[config.mk]
export PLATFORM = sky130hd
export DESIGN_NAME = aes_ctrl_top
export DESIGN_NICKNAME = d
export VERILOG_FILES = /design/src/design/aes_ctrl_pkg.sv /design/src/design/aes_xfer_if.sv /design/src/design/aes_phase_if.sv /design/src/design/aes_io_handshake.sv /design/src/design/aes_phase_seq.sv /design/src/design/aes_state_ctrl.sv /design/src/design/aes_key_ctrl.sv /design/src/design/aes_sbox_ctrl.sv /design/src/design/aes_ctrl_top.sv
export SDC_FILE = /design/constraint.sdc
export NUM_CORES = 1
export LEC_CHECK = 0
export BUFFER_PORTS_ARGS = -buffer_cell sky130_fd_sc_hd__buf_4
export CAP_MARGIN = 20
export CELL_PAD_IN_SITES_DETAIL_PLACEMENT = 1
export CELL_PAD_IN_SITES_GLOBAL_PLACEMENT = 1
export CORE_ASPECT_RATIO = 1.25
export CORE_MARGIN = 2
export CORE_UTILIZATION = 34
export DETAILED_ROUTE_END_ITERATION = 8
export PLACE_DENSITY_LB_ADDON = 0.1
export REMOVE_ABC_BUFFERS = 1
export SYNTH_ARGS = -nofsm -noshare
export SYNTH_HDL_FRONTEND = slang
export SYNTH_SLANG_ARGS = --single-unit
export TNS_END_PERCENT = 20
[constraint.sdc]
create_clock -name clk -period 1.7 [get_ports clk]
set_input_delay 0.085 -clock clk [delete_from_list [all_inputs] [get_ports clk]]
set_output_delay 0.085 -clock clk [all_outputs]
set_load 0.02 [all_outputs]
[src/design/aes_ctrl_pkg.sv]
// AES control sequencer shared definitions
// Latencies, round limits, phase encoding and counter types
package aes_ctrl_pkg;

    // Serial key-add/S-box cycles per round
    localparam int serial_lat = 4;
    // S-box pipeline depth
    localparam int sbox_lat = 4;
    // Full round length in cycles
    localparam int round_cycles = serial_lat + sbox_lat;

    // Index of the last full round per key size
    localparam int round_limit_128 = 8;
    localparam int round_limit_256 = 12;

    // Cycle and round counters share one width
    localparam int cnt_w = 4;
    typedef logic [cnt_w-1:0] cnt_t;

    // Sequencer phases
    typedef enum logic [2:0] {
        ph_idle,
        ph_first_sbk,
        ph_round,
        ph_last_round,
        ph_ak_final
    } phase_t;

endpackage

[src/design/aes_xfer_if.sv]
// Handshake to sequencer link
// Carries the start decision and the job completion status
`timescale 1ns/1ps

interface aes_xfer_if;

    // New job may start this cycle
    logic start_exec;
    // No result pending, or it is fetched now
    logic out_free;
    // Last cycle of the final key addition
    logic job_done;
    // Sequencer sits in ph_idle
    logic idle;

    modport hs (output start_exec, output out_free, input job_done, input idle);
    modport seq (input start_exec, input out_free, output job_done, output idle);

endinterface

[src/design/aes_phase_if.sv]
// Sequencer status bus towards the strobe decoders
// Phase, counters and the job mode latched at acceptance
`timescale 1ns/1ps

interface aes_phase_if import aes_ctrl_pkg::*; (
    input logic clk,
    input logic rst
);

    phase_t phase;
    cnt_t   cnt_fsm;
    cnt_t   cnt_round;
    // Job taken on this edge
    logic   accept;
    // Idle with nothing to start and no result pending
    logic   flush;
    logic   job_inverse;
    logic   job_mode_256;

    modport src (
        output phase, cnt_fsm, cnt_round, accept, flush, job_inverse, job_mode_256
    );
    modport dec (
        input clk, rst,
        input phase, cnt_fsm, cnt_round, accept, flush, job_inverse, job_mode_256
    );

endinterface

[src/design/aes_io_handshake.sv]
// Job input/output handshake
// Registered in_ready, sticky result flag and start decision
`timescale 1ns/1ps

module aes_io_handshake (
    input  logic    clk,
    input  logic    rst,
    input  logic    valid_in,
    input  logic    out_ready,
    output logic    in_ready,
    output logic    cipher_valid,
    aes_xfer_if.hs  xfer
);

    logic in_ready_q;
    logic valid_out_q;
    logic cipher_fetch;

    assign cipher_fetch = valid_out_q & out_ready;

    // Result flag set at job end and dropped when fetched
    always_ff @(posedge clk) begin
        if (rst || cipher_fetch) begin
            valid_out_q <= 1'b0;
        end else if (xfer.job_done) begin
            valid_out_q <= 1'b1;
        end
    end

    // Input is sticky, so a job may start before in_ready rises
    // No path from out_ready to in_ready within the cycle
    always_ff @(posedge clk) begin
        if (rst) begin
            in_ready_q <= 1'b1;
        end else if (xfer.idle) begin
            in_ready_q <= in_ready_q ? ~valid_in : xfer.out_free;
        end else begin
            in_ready_q <= 1'b0;
        end
    end

    assign xfer.out_free   = ~valid_out_q | cipher_fetch;
    assign xfer.start_exec = valid_in & xfer.out_free;

    assign in_ready     = in_ready_q;
    assign cipher_valid = valid_out_q;

    // A job never ends on top of a result still waiting for the consumer
    a_no_overrun: assert property (@(posedge clk) disable iff (rst)
        xfer.job_done |-> !valid_out_q);

endmodule

[src/design/aes_phase_seq.sv]
// AES job phase sequencer
// Phase FSM, cycle and round counters, round limit and latched job mode
`timescale 1ns/1ps

module aes_phase_seq import aes_ctrl_pkg::*; (
    input  logic     clk,
    input  logic     rst,
    input  logic     inverse,
    input  logic     mode_256,
    output logic     busy,
    output logic     global_init,
    aes_xfer_if.seq  xfer,
    aes_phase_if.src ph
);

    phase_t phase_q;
    phase_t phase_d;
    cnt_t   cnt_fsm_q;
    cnt_t   cnt_round_q;
    cnt_t   round_limit_q;
    logic   job_inverse_q;
    logic   job_mode_256_q;
    logic   idle;
    logic   accept;
    logic   flush;
    logic   in_rounds;
    logic   round_end;
    logic   fak_end;
    logic   last_full_round;

    assign idle      = phase_q == ph_idle;
    assign accept    = idle & xfer.start_exec;
    assign flush     = idle & ~xfer.start_exec & xfer.out_free;
    assign in_rounds = (phase_q == ph_round) | (phase_q == ph_last_round);
    // Round ends after serial and S-box latency cycles
    assign round_end = cnt_fsm_q == cnt_t'(round_cycles - 1);
    // Final key addition takes one serial pass
    assign fak_end   = cnt_fsm_q == cnt_t'(serial_lat - 1);
    assign last_full_round = cnt_round_q == round_limit_q;

    always_comb begin
        phase_d = phase_q;
        case (phase_q)
            ph_idle: begin
                if (accept) begin
                    phase_d = ph_first_sbk;
                end
            end
            // One cycle sending the last key column to the S-box
            ph_first_sbk: phase_d = ph_round;
            ph_round: begin
                if (round_end && last_full_round) begin
                    phase_d = ph_last_round;
                end
            end
            ph_last_round: begin
                if (round_end) begin
                    phase_d = ph_ak_final;
                end
            end
            ph_ak_final: begin
                if (fak_end) begin
                    phase_d = ph_idle;
                end
            end
            default: phase_d = ph_idle;
        endcase
    end

    always_ff @(posedge clk) begin
        if (rst) begin
            phase_q       <= ph_idle;
            cnt_fsm_q     <= '0;
            cnt_round_q   <= '0;
            round_limit_q <= '0;
        end else begin
            phase_q <= phase_d;
            // Cycle counter restarts at every round boundary
            if (idle || phase_q == ph_first_sbk || (in_rounds && round_end)) begin
                cnt_fsm_q <= '0;
            end else begin
                cnt_fsm_q <= cnt_fsm_q + 1'b1;
            end
            // Round index rests one past the limit from the last round on
            if (idle) begin
                cnt_round_q <= '0;
            end else if (phase_q == ph_round && round_end) begin
                cnt_round_q <= cnt_round_q + 1'b1;
            end
            // Limit follows the key size of the running job
            if (phase_q == ph_first_sbk) begin
                round_limit_q <= job_mode_256_q ? cnt_t'(round_limit_256)
                                                : cnt_t'(round_limit_128);
            end
        end
    end

    // Job mode held for the whole run
    always_ff @(posedge clk) begin
        if (rst || flush) begin
            job_inverse_q  <= 1'b0;
            job_mode_256_q <= 1'b0;
        end else if (accept) begin
            job_inverse_q  <= inverse;
            job_mode_256_q <= mode_256;
        end
    end

    assign ph.phase        = phase_q;
    assign ph.cnt_fsm      = cnt_fsm_q;
    assign ph.cnt_round    = cnt_round_q;
    assign ph.accept       = accept;
    assign ph.flush        = flush;
    assign ph.job_inverse  = job_inverse_q;
    assign ph.job_mode_256 = job_mode_256_q;

    assign xfer.idle     = idle;
    assign xfer.job_done = (phase_q == ph_ak_final) & fak_end;

    assign busy        = ~idle;
    assign global_init = accept;

    a_cnt_fsm_range: assert property (@(posedge clk) disable iff (rst)
        cnt_fsm_q <= cnt_t'(round_cycles - 1));

    // Round index may reach one past the limit only after the last round
    a_cnt_round_range: assert property (@(posedge clk) disable iff (rst)
        cnt_round_q <= round_limit_q + 1'b1);

endmodule

[src/design/aes_state_ctrl.sv]
// State datapath strobe decoder
// Enables, loop and MixColumns controls and key-add enables
`timescale 1ns/1ps

module aes_state_ctrl import aes_ctrl_pkg::*; (
    aes_phase_if.dec ph,
    input  logic     inverse,
    output logic     state_enable,
    output logic     state_init,
    output logic     state_en_mc,
    output logic     state_en_loop,
    output logic     state_en_loop_r0,
    output logic     state_en_sb_inverse,
    output logic     state_bypass_mc_inverse,
    output logic     state_en_to_sb_inverse,
    output logic     enable_key_add,
    output logic     enable_key_add_inverse
);

    logic inv;
    logic in_rounds;
    logic in_aksb;
    logic ak_window;

    // Direction of the incoming job is already valid on the accept cycle
    assign inv       = ph.accept ? inverse : ph.job_inverse;
    assign in_rounds = (ph.phase == ph_round) | (ph.phase == ph_last_round);
    assign in_aksb   = ph.cnt_fsm < cnt_t'(serial_lat);
    assign ak_window = (in_rounds & in_aksb) | (ph.phase == ph_ak_final);

    // Load fresh input on a start and clear the core when nothing follows
    assign state_init = ph.accept | ph.flush;

    // Frozen while the S-box returns key material
    assign state_enable = ph.accept | ph.flush | (ph.phase == ph_ak_final)
                        | (in_rounds & (ph.cnt_fsm != cnt_t'(sbox_lat - 1)));

    // Forward MixColumns only and never in the last round
    assign state_en_mc = ~ph.job_inverse & (ph.phase == ph_round);

    // Row 0 loops during key add; decryption keeps the other rows looping
    assign state_en_loop_r0 = ak_window;
    assign state_en_loop    = inv | ak_window;

    assign state_en_sb_inverse     = ph.job_inverse & in_rounds & ~in_aksb;
    assign state_bypass_mc_inverse = ph.job_inverse & (ph.phase == ph_round) & in_aksb
                                   & (ph.cnt_round == '0);
    assign state_en_to_sb_inverse  = inv;

    assign enable_key_add         = ak_window & ~ph.job_inverse;
    assign enable_key_add_inverse = ak_window & ph.job_inverse;

    // Key add runs in bursts of one serial pass in a single direction
    a_key_add_excl: assert property (@(posedge ph.clk) disable iff (ph.rst)
        $rose(enable_key_add || enable_key_add_inverse)
        |-> (enable_key_add ^ enable_key_add_inverse) [*serial_lat]);

endmodule

[src/design/aes_key_ctrl.sv]
// Key holder strobe decoder
// Enable, loop and buffer controls for AES-128 and AES-256 schedules
`timescale 1ns/1ps

module aes_key_ctrl import aes_ctrl_pkg::*; (
    aes_phase_if.dec ph,
    input  logic     mode_256,
    output logic     kh_init,
    output logic     kh_enable,
    output logic     kh_loop,
    output logic     kh_add_from_sb,
    output logic     kh_enable_buffer_from_sbox,
    output logic     kh_rst_buffer_from_sbox,
    output logic     kh_last_key_pre_valid,
    output logic     kh_disable_rot_rcon,
    output logic     kh_enable_pipe_high,
    output logic     kh_feedback_from_high,
    output logic     kh_col7_to_sb,
    output logic     kh_mode_256
);

    logic first_sbk;
    logic in_rounds;
    logic last_cycle;
    logic key_from_sbox;
    logic key_update;
    logic key_shift;
    logic loop_cycle;

    assign first_sbk  = ph.phase == ph_first_sbk;
    assign in_rounds  = (ph.phase == ph_round) | (ph.phase == ph_last_round);
    assign last_cycle = ph.cnt_fsm == cnt_t'(round_cycles - 1);
    // S-box output carries key material on this cycle
    assign key_from_sbox = ph.cnt_fsm == cnt_t'(sbox_lat - 1);
    // Key update spans cycles 3 to 6
    assign key_update = (ph.cnt_fsm >= cnt_t'(sbox_lat - 1))
                      & (ph.cnt_fsm < cnt_t'(sbox_lat + 3));
    // New material shifts through the first column in cycles 4 to 7
    assign key_shift  = in_rounds & (ph.cnt_fsm > cnt_t'(sbox_lat - 1));
    // Key bytes used by the key add, plus the cycle priming the next schedule step
    assign loop_cycle = (ph.cnt_fsm < cnt_t'(serial_lat - 1)) | last_cycle;

    assign kh_init = ph.accept | ph.flush;

    // Lower half runs on every round cycle
    assign kh_enable = ph.accept | ph.flush | first_sbk | in_rounds
                     | (ph.phase == ph_ak_final);

    // AES-256 also holds the last-round key update for decryption
    assign kh_loop = first_sbk | (ph.phase == ph_ak_final)
                   | ((ph.phase == ph_round) & loop_cycle)
                   | ((ph.phase == ph_last_round) & (ph.job_mode_256 | loop_cycle));

    assign kh_add_from_sb = in_rounds & key_from_sbox;

    // Decryption buffer for the last key column
    assign kh_rst_buffer_from_sbox    = first_sbk
                                      | (in_rounds & (ph.cnt_fsm == cnt_t'(round_cycles - 2)));
    assign kh_enable_buffer_from_sbox = first_sbk | (ph.job_inverse & in_rounds & key_update);

    // First cycle of the final key add sees the last round key
    assign kh_last_key_pre_valid = (ph.phase == ph_last_round) & last_cycle;

    // AES-256 skips RotWord and RCON on odd rounds
    assign kh_disable_rot_rcon = ph.job_mode_256 & in_rounds & ph.cnt_round[0];

    // Upper half loads with the input key, then follows the shift
    assign kh_enable_pipe_high   = ph.accept ? mode_256 : (ph.job_mode_256 & key_shift);
    assign kh_feedback_from_high = ph.job_mode_256 & key_shift;
    assign kh_col7_to_sb         = ph.job_mode_256 & first_sbk;
    assign kh_mode_256           = ph.job_mode_256;

endmodule

[src/design/aes_sbox_ctrl.sv]
// S-box and RCON strobe decoder
// S-box valid, direction and input select, RCON control and randomness request
`timescale 1ns/1ps

module aes_sbox_ctrl import aes_ctrl_pkg::*; (
    aes_phase_if.dec ph,
    input  logic     inverse,
    input  logic     start_exec,
    output logic     sbox_valid_in,
    output logic     sbox_inverse,
    output logic     feed_sb_key,
    output logic     rcon_rst,
    output logic     rcon_mode_256,
    output logic     rcon_update,
    output logic     rcon_inverse,
    output logic     pre_need_rnd
);

    logic first_sbk;
    logic in_rounds;
    logic last_cycle;

    assign first_sbk  = ph.phase == ph_first_sbk;
    assign in_rounds  = (ph.phase == ph_round) | (ph.phase == ph_last_round);
    assign last_cycle = ph.cnt_fsm == cnt_t'(round_cycles - 1);

    // Key column enters the S-box on the first cycle and at each round end
    assign feed_sb_key = first_sbk | (in_rounds & last_cycle);

    // Key-add results during serial cycles, key column before the next round
    assign sbox_valid_in = first_sbk
                         | (in_rounds & (ph.cnt_fsm < cnt_t'(serial_lat)))
                         | ((ph.phase == ph_round) & last_cycle);

    // Key schedule always uses the forward S-box
    assign sbox_inverse = ph.job_inverse & ~feed_sb_key;

    assign rcon_rst      = first_sbk;
    assign rcon_mode_256 = ph.job_mode_256;
    assign rcon_inverse  = ph.accept ? inverse : ph.job_inverse;

    // AES-256 steps on odd rounds in encryption and even rounds in decryption
    assign rcon_update = (ph.phase == ph_round) & last_cycle
                       & (~ph.job_mode_256 | (ph.job_inverse ^ ph.cnt_round[0]));

    // Masking randomness needed unless idle with no start
    assign pre_need_rnd = ~((ph.phase == ph_idle) & ~start_exec);

endmodule

[src/design/aes_ctrl_top.sv]
// Control sequencer of a 32-bit serial masked AES core
// Job handshake, phase sequencing and per-cycle datapath strobes
`timescale 1ns/1ps

module aes_ctrl_top (
    input  logic clk,
    input  logic rst,
    input  logic inverse,
    input  logic mode_256,
    input  logic valid_in,
    input  logic out_ready,
    output logic in_ready,
    output logic cipher_valid,
    output logic busy,
    output logic global_init,
    output logic pre_need_rnd,
    // State datapath
    output logic state_enable,
    output logic state_init,
    output logic state_en_mc,
    output logic state_en_loop,
    output logic state_en_loop_r0,
    output logic state_en_sb_inverse,
    output logic state_bypass_mc_inverse,
    output logic state_en_to_sb_inverse,
    output logic enable_key_add,
    output logic enable_key_add_inverse,
    // Key holder
    output logic kh_init,
    output logic kh_enable,
    output logic kh_loop,
    output logic kh_add_from_sb,
    output logic kh_enable_buffer_from_sbox,
    output logic kh_rst_buffer_from_sbox,
    output logic kh_last_key_pre_valid,
    output logic kh_disable_rot_rcon,
    output logic kh_enable_pipe_high,
    output logic kh_feedback_from_high,
    output logic kh_col7_to_sb,
    output logic kh_mode_256,
    // S-box and RCON
    output logic sbox_valid_in,
    output logic sbox_inverse,
    output logic feed_sb_key,
    output logic rcon_rst,
    output logic rcon_mode_256,
    output logic rcon_update,
    output logic rcon_inverse
);

    // Internal buses, named as the block ports so implicit connections apply
    aes_xfer_if  xfer ();
    aes_phase_if ph (.clk(clk), .rst(rst));

    // valid/ready handshake and result holding
    aes_io_handshake u_handshake (.*);

    // Phase FSM and counters
    aes_phase_seq u_phase_seq (.*);

    // Strobe decoders
    aes_state_ctrl u_state_ctrl (.*);

    aes_key_ctrl u_key_ctrl (.*);

    aes_sbox_ctrl u_sbox_ctrl (
        .start_exec(xfer.start_exec),
        .*
    );

endmodule

# After elaboration in Yosys (flattened, before gate mapping)

Index checks and enable logic that the tools add are counted.

Multiplexer cells: 10
Reduce and logical (&&, ||, !) cells: 12
$lt $le $gt $ge: 5
Add/sub/neg operators: 2
Equal/unequal tests: 13
Bitwise gates (word level): 63

Operators by type and width:

| cell                                                           | number |
|---|---|
| bitwise AND 1 bit                                              | 32 |
| OR 1 bit                                                       | 21 |
| 2-to-1 mux 3 bit                                               | 5 |
| one-hot mux 3 bit (5 select lines)                             | 1 |
| NOT 1 bit                                                      | 9 |
| adder 4 x 1 -> 4 bit (second input constant)                   | 2 |
| equality test 4 x 3 -> 1 bit (second input constant)           | 2 |
| less-than comparator 4 x 3 -> 1 bit (second input constant)    | 2 |
| equality test 3 x 2 -> 1 bit (second input constant)           | 2 |
| != test 2 x 1 -> 1 bit (second input constant)                 | 3 |
| equality test 4 x 2 -> 1 bit (second input constant)           | 1 |
| equality test 4 bit                                            | 1 |
| >= comparator 4 x 2 -> 1 bit (second input constant)           | 1 |
| greater-than comparator 4 x 2 -> 1 bit (second input constant) | 1 |
| logical NOT 4 bit                                              | 1 |
| logical OR 1 bit                                               | 4 |
| less-than comparator 4 x 2 -> 1 bit (second input constant)    | 1 |
| 2-to-1 mux 1 bit                                               | 4 |
| != test 4 x 2 -> 1 bit (second input constant)                 | 1 |
| AND reduction 4 bit                                            | 1 |
| OR reduction 2 bit                                             | 2 |
| equality test 3 x 1 -> 1 bit (second input constant)           | 1 |
| equality test 3 bit (second input constant)                    | 1 |
| logical AND 1 bit                                              | 3 |
| other kinds (3)                                                | 3 |

Logic and storage cells: 113
Bits in registers: 19
Input port bits: 6
Output and inout bits: 34

# Depth between registers and ports, before layout

Gate-level depths: netlist of the first run.

Depth in word-level cells: 10
Gate-level depth with buffers: 6
Mapped depth without buffers: 5

# By module

Synthesis of the first run repeated with hierarchy kept, for this count alone.

Cells, all modules: 157
Area, all modules: 1282.5 µm²

By module, submodules not included:

| module           | sequential area each (µm²) | instances | cells each | area each (µm²) |
|---|---|---|---|---|
| aes_phase_seq    | 300.3                      | 1         | 86         | 755.7 |
| aes_key_ctrl     | 0.0                        | 1         | 28         | 187.7 |
| aes_state_ctrl   | 0.0                        | 1         | 19         | 135.1 |
| aes_sbox_ctrl    | 0.0                        | 1         | 15         | 117.6 |
| aes_io_handshake | 40.0                       | 1         | 9          | 86.3 |

# Worst setup path before layout of the first run

No wires, ideal clock.

Path kind: reg-to-output
Start point: register u_phase_seq.phase_q[1] (netlist: u_phase_seq.ph.phase[1])
End point: output port state_en_to_sb_inverse
Required time: 1615 ps
Path buffers: 2
Stages on the path, launching flop included: 7
Data arrival time: 1692 ps
Path slack: -77 ps
Cell sequence: dfxtp_1 -> clkbuf_1 -> nor3_1 -> inv_2 -> o31ai_1 -> nand2_1 -> buf_4

Longest elaborated chain between the ends: 3

RTL lines:

| element                  | RTL line            | text |
|---|---|---|
| start: declaration       | aes_phase_seq.sv:16 | `phase_t phase_q;` |
| start signal: assignment | aes_phase_seq.sv:72 | `phase_q <= ph_idle;` |
| start signal: assignment | aes_phase_seq.sv:77 | `phase_q <= phase_d;` |
| logical NOT 3 bit        | aes_phase_seq.sv:31 | `assign idle = phase_q == ph_idle;` |
| bitwise AND 1 bit        | aes_phase_seq.sv:32 | `assign accept = idle & xfer.start_exec;` |
| 2-to-1 mux 1 bit         | -                   |  |
| end: declaration         | aes_ctrl_top.sv:25  | `output logic state_en_to_sb_inverse,` |

No other way between the ends.

# Worst setup path after layout of the first run

Start point: register u_phase_seq.phase_q[0] (netlist: u_phase_seq.ph.phase[0])
End point: output port rcon_update

Longest elaborated chain between the ends: 3

RTL lines:

| element                      | RTL line            | text |
|---|---|---|
| equality test 3 x 2 -> 1 bit | aes_sbox_ctrl.sv:43 | `assign rcon_update = (ph.phase == ph_round) & last_cycle` |
| bitwise AND 1 bit            | aes_sbox_ctrl.sv:43 |  |
| bitwise AND 1 bit            | aes_sbox_ctrl.sv:44 | `& (~ph.job_mode_256 \| (ph.job_inverse ^ ph.cnt_round[0]));` |
| end: declaration             | aes_ctrl_top.sv:47  | `output logic rcon_update,` |

No other way between the ends.

==> results.yml, run 1 <==
logic_synthesis:
  netlist_instances: 142
  synth_compound_area_share_pct: 17.4
  synth_edf_count: 0
  synth_top_area_cell: "dfxtp_1"
  synth_top_flop_cell: "dfxtp_1"
  ys_ff_latch: 17
  synth_fa_ha_area_share_pct: 4.52
  synthSimpleGateAreaFrac_pct: 31.7
  synth_xor_area_share_pct: 4.75
  ys_seq_area_share_pct: 30.8
  synthTopCellsByArea: "dfxtp_1, xnor2_1, ha_1"
  synth_top_family_by_area: "simple AND/OR/NAND/NOR gates"
  synth.top_cell.area_share_pct: 30.8
  ys_warn_count: 0
  syn_area_per_cell_um2: 7.79
  ys_types: 43
  synthMuxAreaShare_pct: 1.92
  synthArstFlopShare_pct: 0
  synthesis.area_um2: 1110
timing:
  max-slew-margin-rel_pct: 67.6
  worst_pin_slew_ns: 0.473
  slew_violations: 0
  final_hold_viol_count: 0
  grt_setup_unrepaired: "yes"
  max_freq_mhz: 600
  min_period_ns: 1.67
  tns_ns: 0
  setup_violations: 0
  clock_skew_ns: 0.00678
  fin_crit_sh_pct: 98.1
  finalWorstSetupSlack_ns: 0.0330
setup_path:
  startpoint: "u_phase_seq.ph.phase[0]"
  end_kind: "primary output"
  ff2ff_path_depth: 5
  path_depth: 4
  reg2reg_from: "u_phase_seq.ph.cnt_fsm[0]"
  worstPathArrival_ns: 1.58
  critPathMaxFanout: 7
  cp_slowest_cell: "or3b_4"
  ff2ff_setup_slack_ns: 0.10
  path_cells: "or3b_4, buf_4, a211oi_2, buf_4"
  critPathMostFrequentCell: "buf_4"
  critical-path-top-delay-family: "simple AND/OR/NAND/NOR gates"
  cp_num_buf_inv: 2
  criticalPathCategory: "flop to primary output"
  timing.rr.end: "u_phase_seq.ph.cnt_round[3]"
  max_stage_delay_ns: 0.43
  crit_end: "rcon_update"
  start_kind: "flop"
  cp.required_ns: 1.62
power_and_ir_drop:
  finalPower_mw: 1.10
  p_switching_mw: 0.371
  power_leakage_nw: 0.693
  switching_share_pct: 33.7
  ir_drop_v: 0.000365
  seq_power_share_pct: 39.2
  pwr-share-clk_pct: 28.9
  power.internal_mw: 0.729
  power_density_nw_per_um2: 669
  combinationalPowerShare_pct: 31.8
place:
  io_buffers: 39
  dp_hpwl_mm: 2.66
  place_area_um2: 1470
  pre_cts_ws_ns: 0.0241
  gp_congestion: 0.761
final_layout:
  n_fill_cell: 391
  antennaDiodeCount: 0
  utilization_pct: 51.9
  drive_above_1_share_pct: 42.0
  fin_area_um2: 1640
  finalNetCount: 199
  areaGrowthSynthToFinish_pct: 48.6
routing:
  ant_nets: 0
  first_pass_iters: 4
  dr.first_iter.drc_count: 20
  drc: 0
  vias_per_cell: 5.33
  dr_total_vias: 1200
  detail_route.wl_per_cell_um: 15.9
  finalWirelength_mm: 3.58
clock_network:
  numCtsBuffers: 3
  clk_latency_ns: 0.26
  cts.path.max_buffers: 2
  htreeDepth: 1
  clkTransAtPathRegs_ns: 0.08
  cts_tree: "yes"
  clock-sinks: 17
  cts-root-buf: "clkbuf_8"
grt:
  grt_max_degree: 14
  grt_pass1_wl_mm: 5.36
  gr-total-overflow: 0
  grt_usage_pct: 19.7
  grt_pass1_vias: 1140
  grt_antenna_before_repair: 0
floorplan:
  initial_core_util_pct: 34.9
  dieHeight_um: 67.8
  rows: 23
  coreArea_um2: 3170
  pin_count: 40
  die_w_um: 55.0
  die-area_um2: 3730
min_path:
  hp-start: "rst"
  holdPathStages: 2
  hold_path.class: "input port to flop"
flow_run:
  cap_violations: 0
status:
  outcome: "completed"
logic make-up (layout without fill, tap and decap cells):
kind of cell,Yosys count,after routing
muxes,2,2
DFF,17,17
adders and majority gates,4,4
AOI/OAI and AO/OA,30,30
and+or+nand+nor,62,62
buffers and inverters,21,67
xor gates and xnor gates,6,6
through the flow:
stage / cells / hold slack, ns
global route: 225 / 0.128
global placement: 218 / 0.382
CTS: 224 / 0.112
detailed placement: 218 / 0.385
finish: 225 / 0.105
floorplan: 131 / 0.154
state kept, by name, indices dropped and copies added (netlist names):
| name | flops |
|---|---|
| u_handshake.in_ready | 1 |
| u_phase_seq.round_limit_q | 2 |
| u_phase_seq.ph.job_mode_256 | 1 |
| u_phase_seq.ph.phase | 3 |
| u_phase_seq.ph.cnt_round | 4 |
| u_phase_seq.ph.job_inverse | 1 |
| u_phase_seq.ph.cnt_fsm | 4 |
| u_handshake.cipher_valid | 1 |
metal layers:
metal	share of wire [%]	global-route usage, %
met5	0	0
met4	0.50	4.57
met3	2.6	3.32
met2	53	36.0
met1	44	23.3
power groups by stage:
stage | Combinational, mW | Clock (mW) | Sequential (mW)
2_1_floorplan | 0.159 | 0 | 0.444
3_3_place_gp | 0.317 | 0 | 0.439
3_5_place_dp | 0.321 | 0 | 0.440
4_1_cts | 0.330 | 0.324 | 0.433
5_1_grt | 0.377 | 0.339 | 0.434
6_report | 0.350 | 0.318 | 0.432
repair_timing:
action	4_1_cts	5_1_grt
resized for setup	11	19
setup buffers	2	1
pin swaps	2	3
endpoints found under the setup margin	16	13
hold buffers	0	0
Yosys cell counts, types with 2 or more instances:
cell type  count
dfxtp_1       17
nor2_1        12
inv_1          9
nand2_1        9
o21ai_0        9
a21oi_1        7
nor3_1         7
clkbuf_1       6
nand3_1        6
xnor2_1        6
nand4_1        5
nor2b_1        5
ha_1           4
o31ai_1        4
buf_4          3
nand2b_1       3
and3_1         2
and3b_1        2
nor3b_1        2
cells in the final DEF (no fill, tap or decap), drive strengths merged, types with 2 or more instances in the layout:
cell / instances
nor3: 7
o21ai: 9
nand2b: 3
xnor2: 6
nor2: 12
clkbuf: 4
nor2b: 5
and3: 2
nor3b: 2
buf: 53
nand4: 5
or4: 2
and3b: 2
a21oi: 8
inv: 10
ha: 4
dfxtp: 17
nand2: 9
nand3: 6
o31ai: 4
area by class of cell:
cell class,count,area (um2),area share (%)
Inverter,10,37.5,2.28
Tap cell,37,46.3,2.82
Sequential cell,17,353,21.5
Multi-Input combinational cell,104,749,45.6
Clock buffer,4,45.0,2.74
Timing Repair Buffer,53,413,25.1
how the worst min path moves through the flow:
stage	slack (ns)	to
after floorplan	0.15	u_handshake.cipher_valid
after global placement	0.38	u_phase_seq.ph.job_inverse
after detailed placement	0.38	u_phase_seq.ph.job_inverse
after CTS	0.11	u_phase_seq.ph.job_inverse
after global routing	0.13	u_phase_seq.round_limit_q[3]
final	0.10	u_phase_seq.ph.job_inverse
Power figures use the tool's default switching activity.
==> run 2, diff against run 1 <==
- CORE_UTILIZATION: 34 -> 31
- clock period: 1.7 -> 1.4 ns (I/O delays scaled with it)
==> run 2 against run 1 <==
The run now ends with negative setup slack left. Clock power increased by 26%. Clock skew down 0.00094 ns. Sequential share of layout area shrank 4.3 points.
==> results.yml, run 2 (synthesis results as in run 1) <==
status:
  outcome: "complete, but fails checks"
  failed_checks: "negative setup slack"
place:
  pre_cts_ws_ns: -0.162
  gp_congestion: 0.844
  io_buffers: 39
  dp_hpwl_mm: 3.11
final_layout:
  areaGrowthSynthToFinish_pct: 84.4
  final_common_cell: "buf_4"
  final_cell_mix: "buf_4, buf_6, dfxtp_1"
  drive_above_1_share_pct: 60.5
  finalNetCount: 226
  n_fill_cell: 396
  antennaDiodeCount: 0
timing:
  finalWorstSetupSlack_ns: -0.194
  fin_crit_sh_pct: 114
  clock_skew_ns: 0.00584
  max-slew-margin-rel_pct: 64.9
  worst_pin_slew_ns: 0.526
  final_hold_viol_count: 0
  max_freq_mhz: 627
  slew_violations: 0
  min_period_ns: 1.59
  grt_setup_unrepaired: "yes"
  setup_violations: 36
clock_network:
  numCtsBuffers: 3
  clock-sinks: 17
  cts.path.max_buffers: 2
  htreeDepth: 1
  hold_buffers: 0
  clk_latency_ns: 0.26
  cts-root-buf: "clkbuf_8"
  clkTransAtPathRegs_ns: 0.08
  cts_tree: "yes"
flow_run:
  cap_violations: 0
routing:
  detail_route.wl_per_cell_um: 19.2
  first_pass_iters: 4
  vias_per_cell: 5.37
  dr_total_vias: 1363
  finalWirelength_mm: 4.88
  drc: 0
  ant_nets: 0
  dr.first_iter.drc_count: 48
power_and_ir_drop:
  finalPower_mw: 1.50
  power_leakage_nw: 0.884
  ir_drop_v: 0.000473
  power_density_nw_per_um2: 737
floorplan:
  pin_count: 40
  die_w_um: 57.4
  die-area_um2: 4060
  dieHeight_um: 70.8
  initial_core_util_pct: 32.0
  rows: 24
  coreArea_um2: 3450
setup_path:
  cp.required_ns: 1.33
  criticalPathCategory: "flop to primary output"
  ff2ff_path_depth: 5
  start_kind: "flop"
  worstPathArrival_ns: 1.52
  end_kind: "primary output"
  critPathMaxFanout: 5
grt:
  grt_antenna_before_repair: 0
  grt_pass1_wl_mm: 7.21
  grt_pass1_vias: 1510
  grt_max_degree: 14
  grt_usage_pct: 22.5
  gr-total-overflow: 0
min_path:
  hold_path.class: "input port to flop"
  holdPathStages: 2
run 2: cell types whose count changed in the layout (fill, tap and decap cells not counted), moves of 3 or more:
cell and delta:
nor2b_1 -3, buf_6 +19, a21oi_1 -3, nor2b_4 +3, nor2_2 +3, buf_4 +7
a21oi_2 +3, nor2_1 -3
run 2: area by class of cell:
cell class                 instances  area (um2)  area share [%]
multi-input combinational        104         860            42.1
timing repair buffer              80         694            34.0
sequential                        17         350            17.2
tap                               39        48.8            2.39
clock buffer                       3        41.3            2.02
inverter                          10        40.0            1.96
clock inverter                     1        5.00           0.245
run 2: metrics by stage:
stage	instances	TNS, ns	instance area [um2]	hold slack, ns	util [%]
after floorplan	131	-1.49	1040	0.139	-
after global placement	237	-0.137	1600	0.367	46.2
after detailed placement	237	-0.698	1600	0.363	46.2
after CTS	250	-3.08	1890	0.0921	54.7
after global routing	254	-6.21	2040	0.107	59.1
final	254	-4.01	2040	0.0906	59.1
run 2: critical path: stages, from the launching register on:
cell and delay [ns]:
dfxtp_2 0.33, buf_6 0.13, buf_6 0.12, and4b_1 0.21, o21ba_4 0.22, nor2b_4 0.11, buf_6 0.12
run 2: final timing paths:
kind,from,slack (ns),endpoint
worst max-delay path,u_phase_seq.ph.phase[1],-0.19,sbox_inverse
worst min-delay path,rst,0.09,u_phase_seq.ph.job_inverse
worst max register to register,u_phase_seq.ph.cnt_fsm[1],-0.18,u_phase_seq.ph.cnt_round[3]
worst min register to register,u_phase_seq.round_limit_q[3],0.51,u_phase_seq.round_limit_q[3]
run 2: where the power goes:
group / leakage, nW / internal [mW] / switching (mW) / total (mW)
Sequential: 0.141 / 0.499 / 0.0226 / 0.522
Combinational: 0.717 / 0.280 / 0.302 / 0.582
Clock: 0.0255 / 0.198 / 0.202 / 0.400
run 2: routing by layer:
layer  share of wire, %  wire length, um  track usage [%]  vias to the layer above
met5                  0                0                0                        -
met4                3.8              184             6.72                        0
met3                3.1              151             2.93                       15
met2                 54             2620             41.9                       28
met1                 39             1920             26.1                      673
li1                   -                -                -                      647
run 2: repair_timing:
item,4_1_cts,5_1_grt
endpoints found under the setup margin,38,33
pin swaps,12,10
buffers inserted,9,4
gates resized for setup,52,30
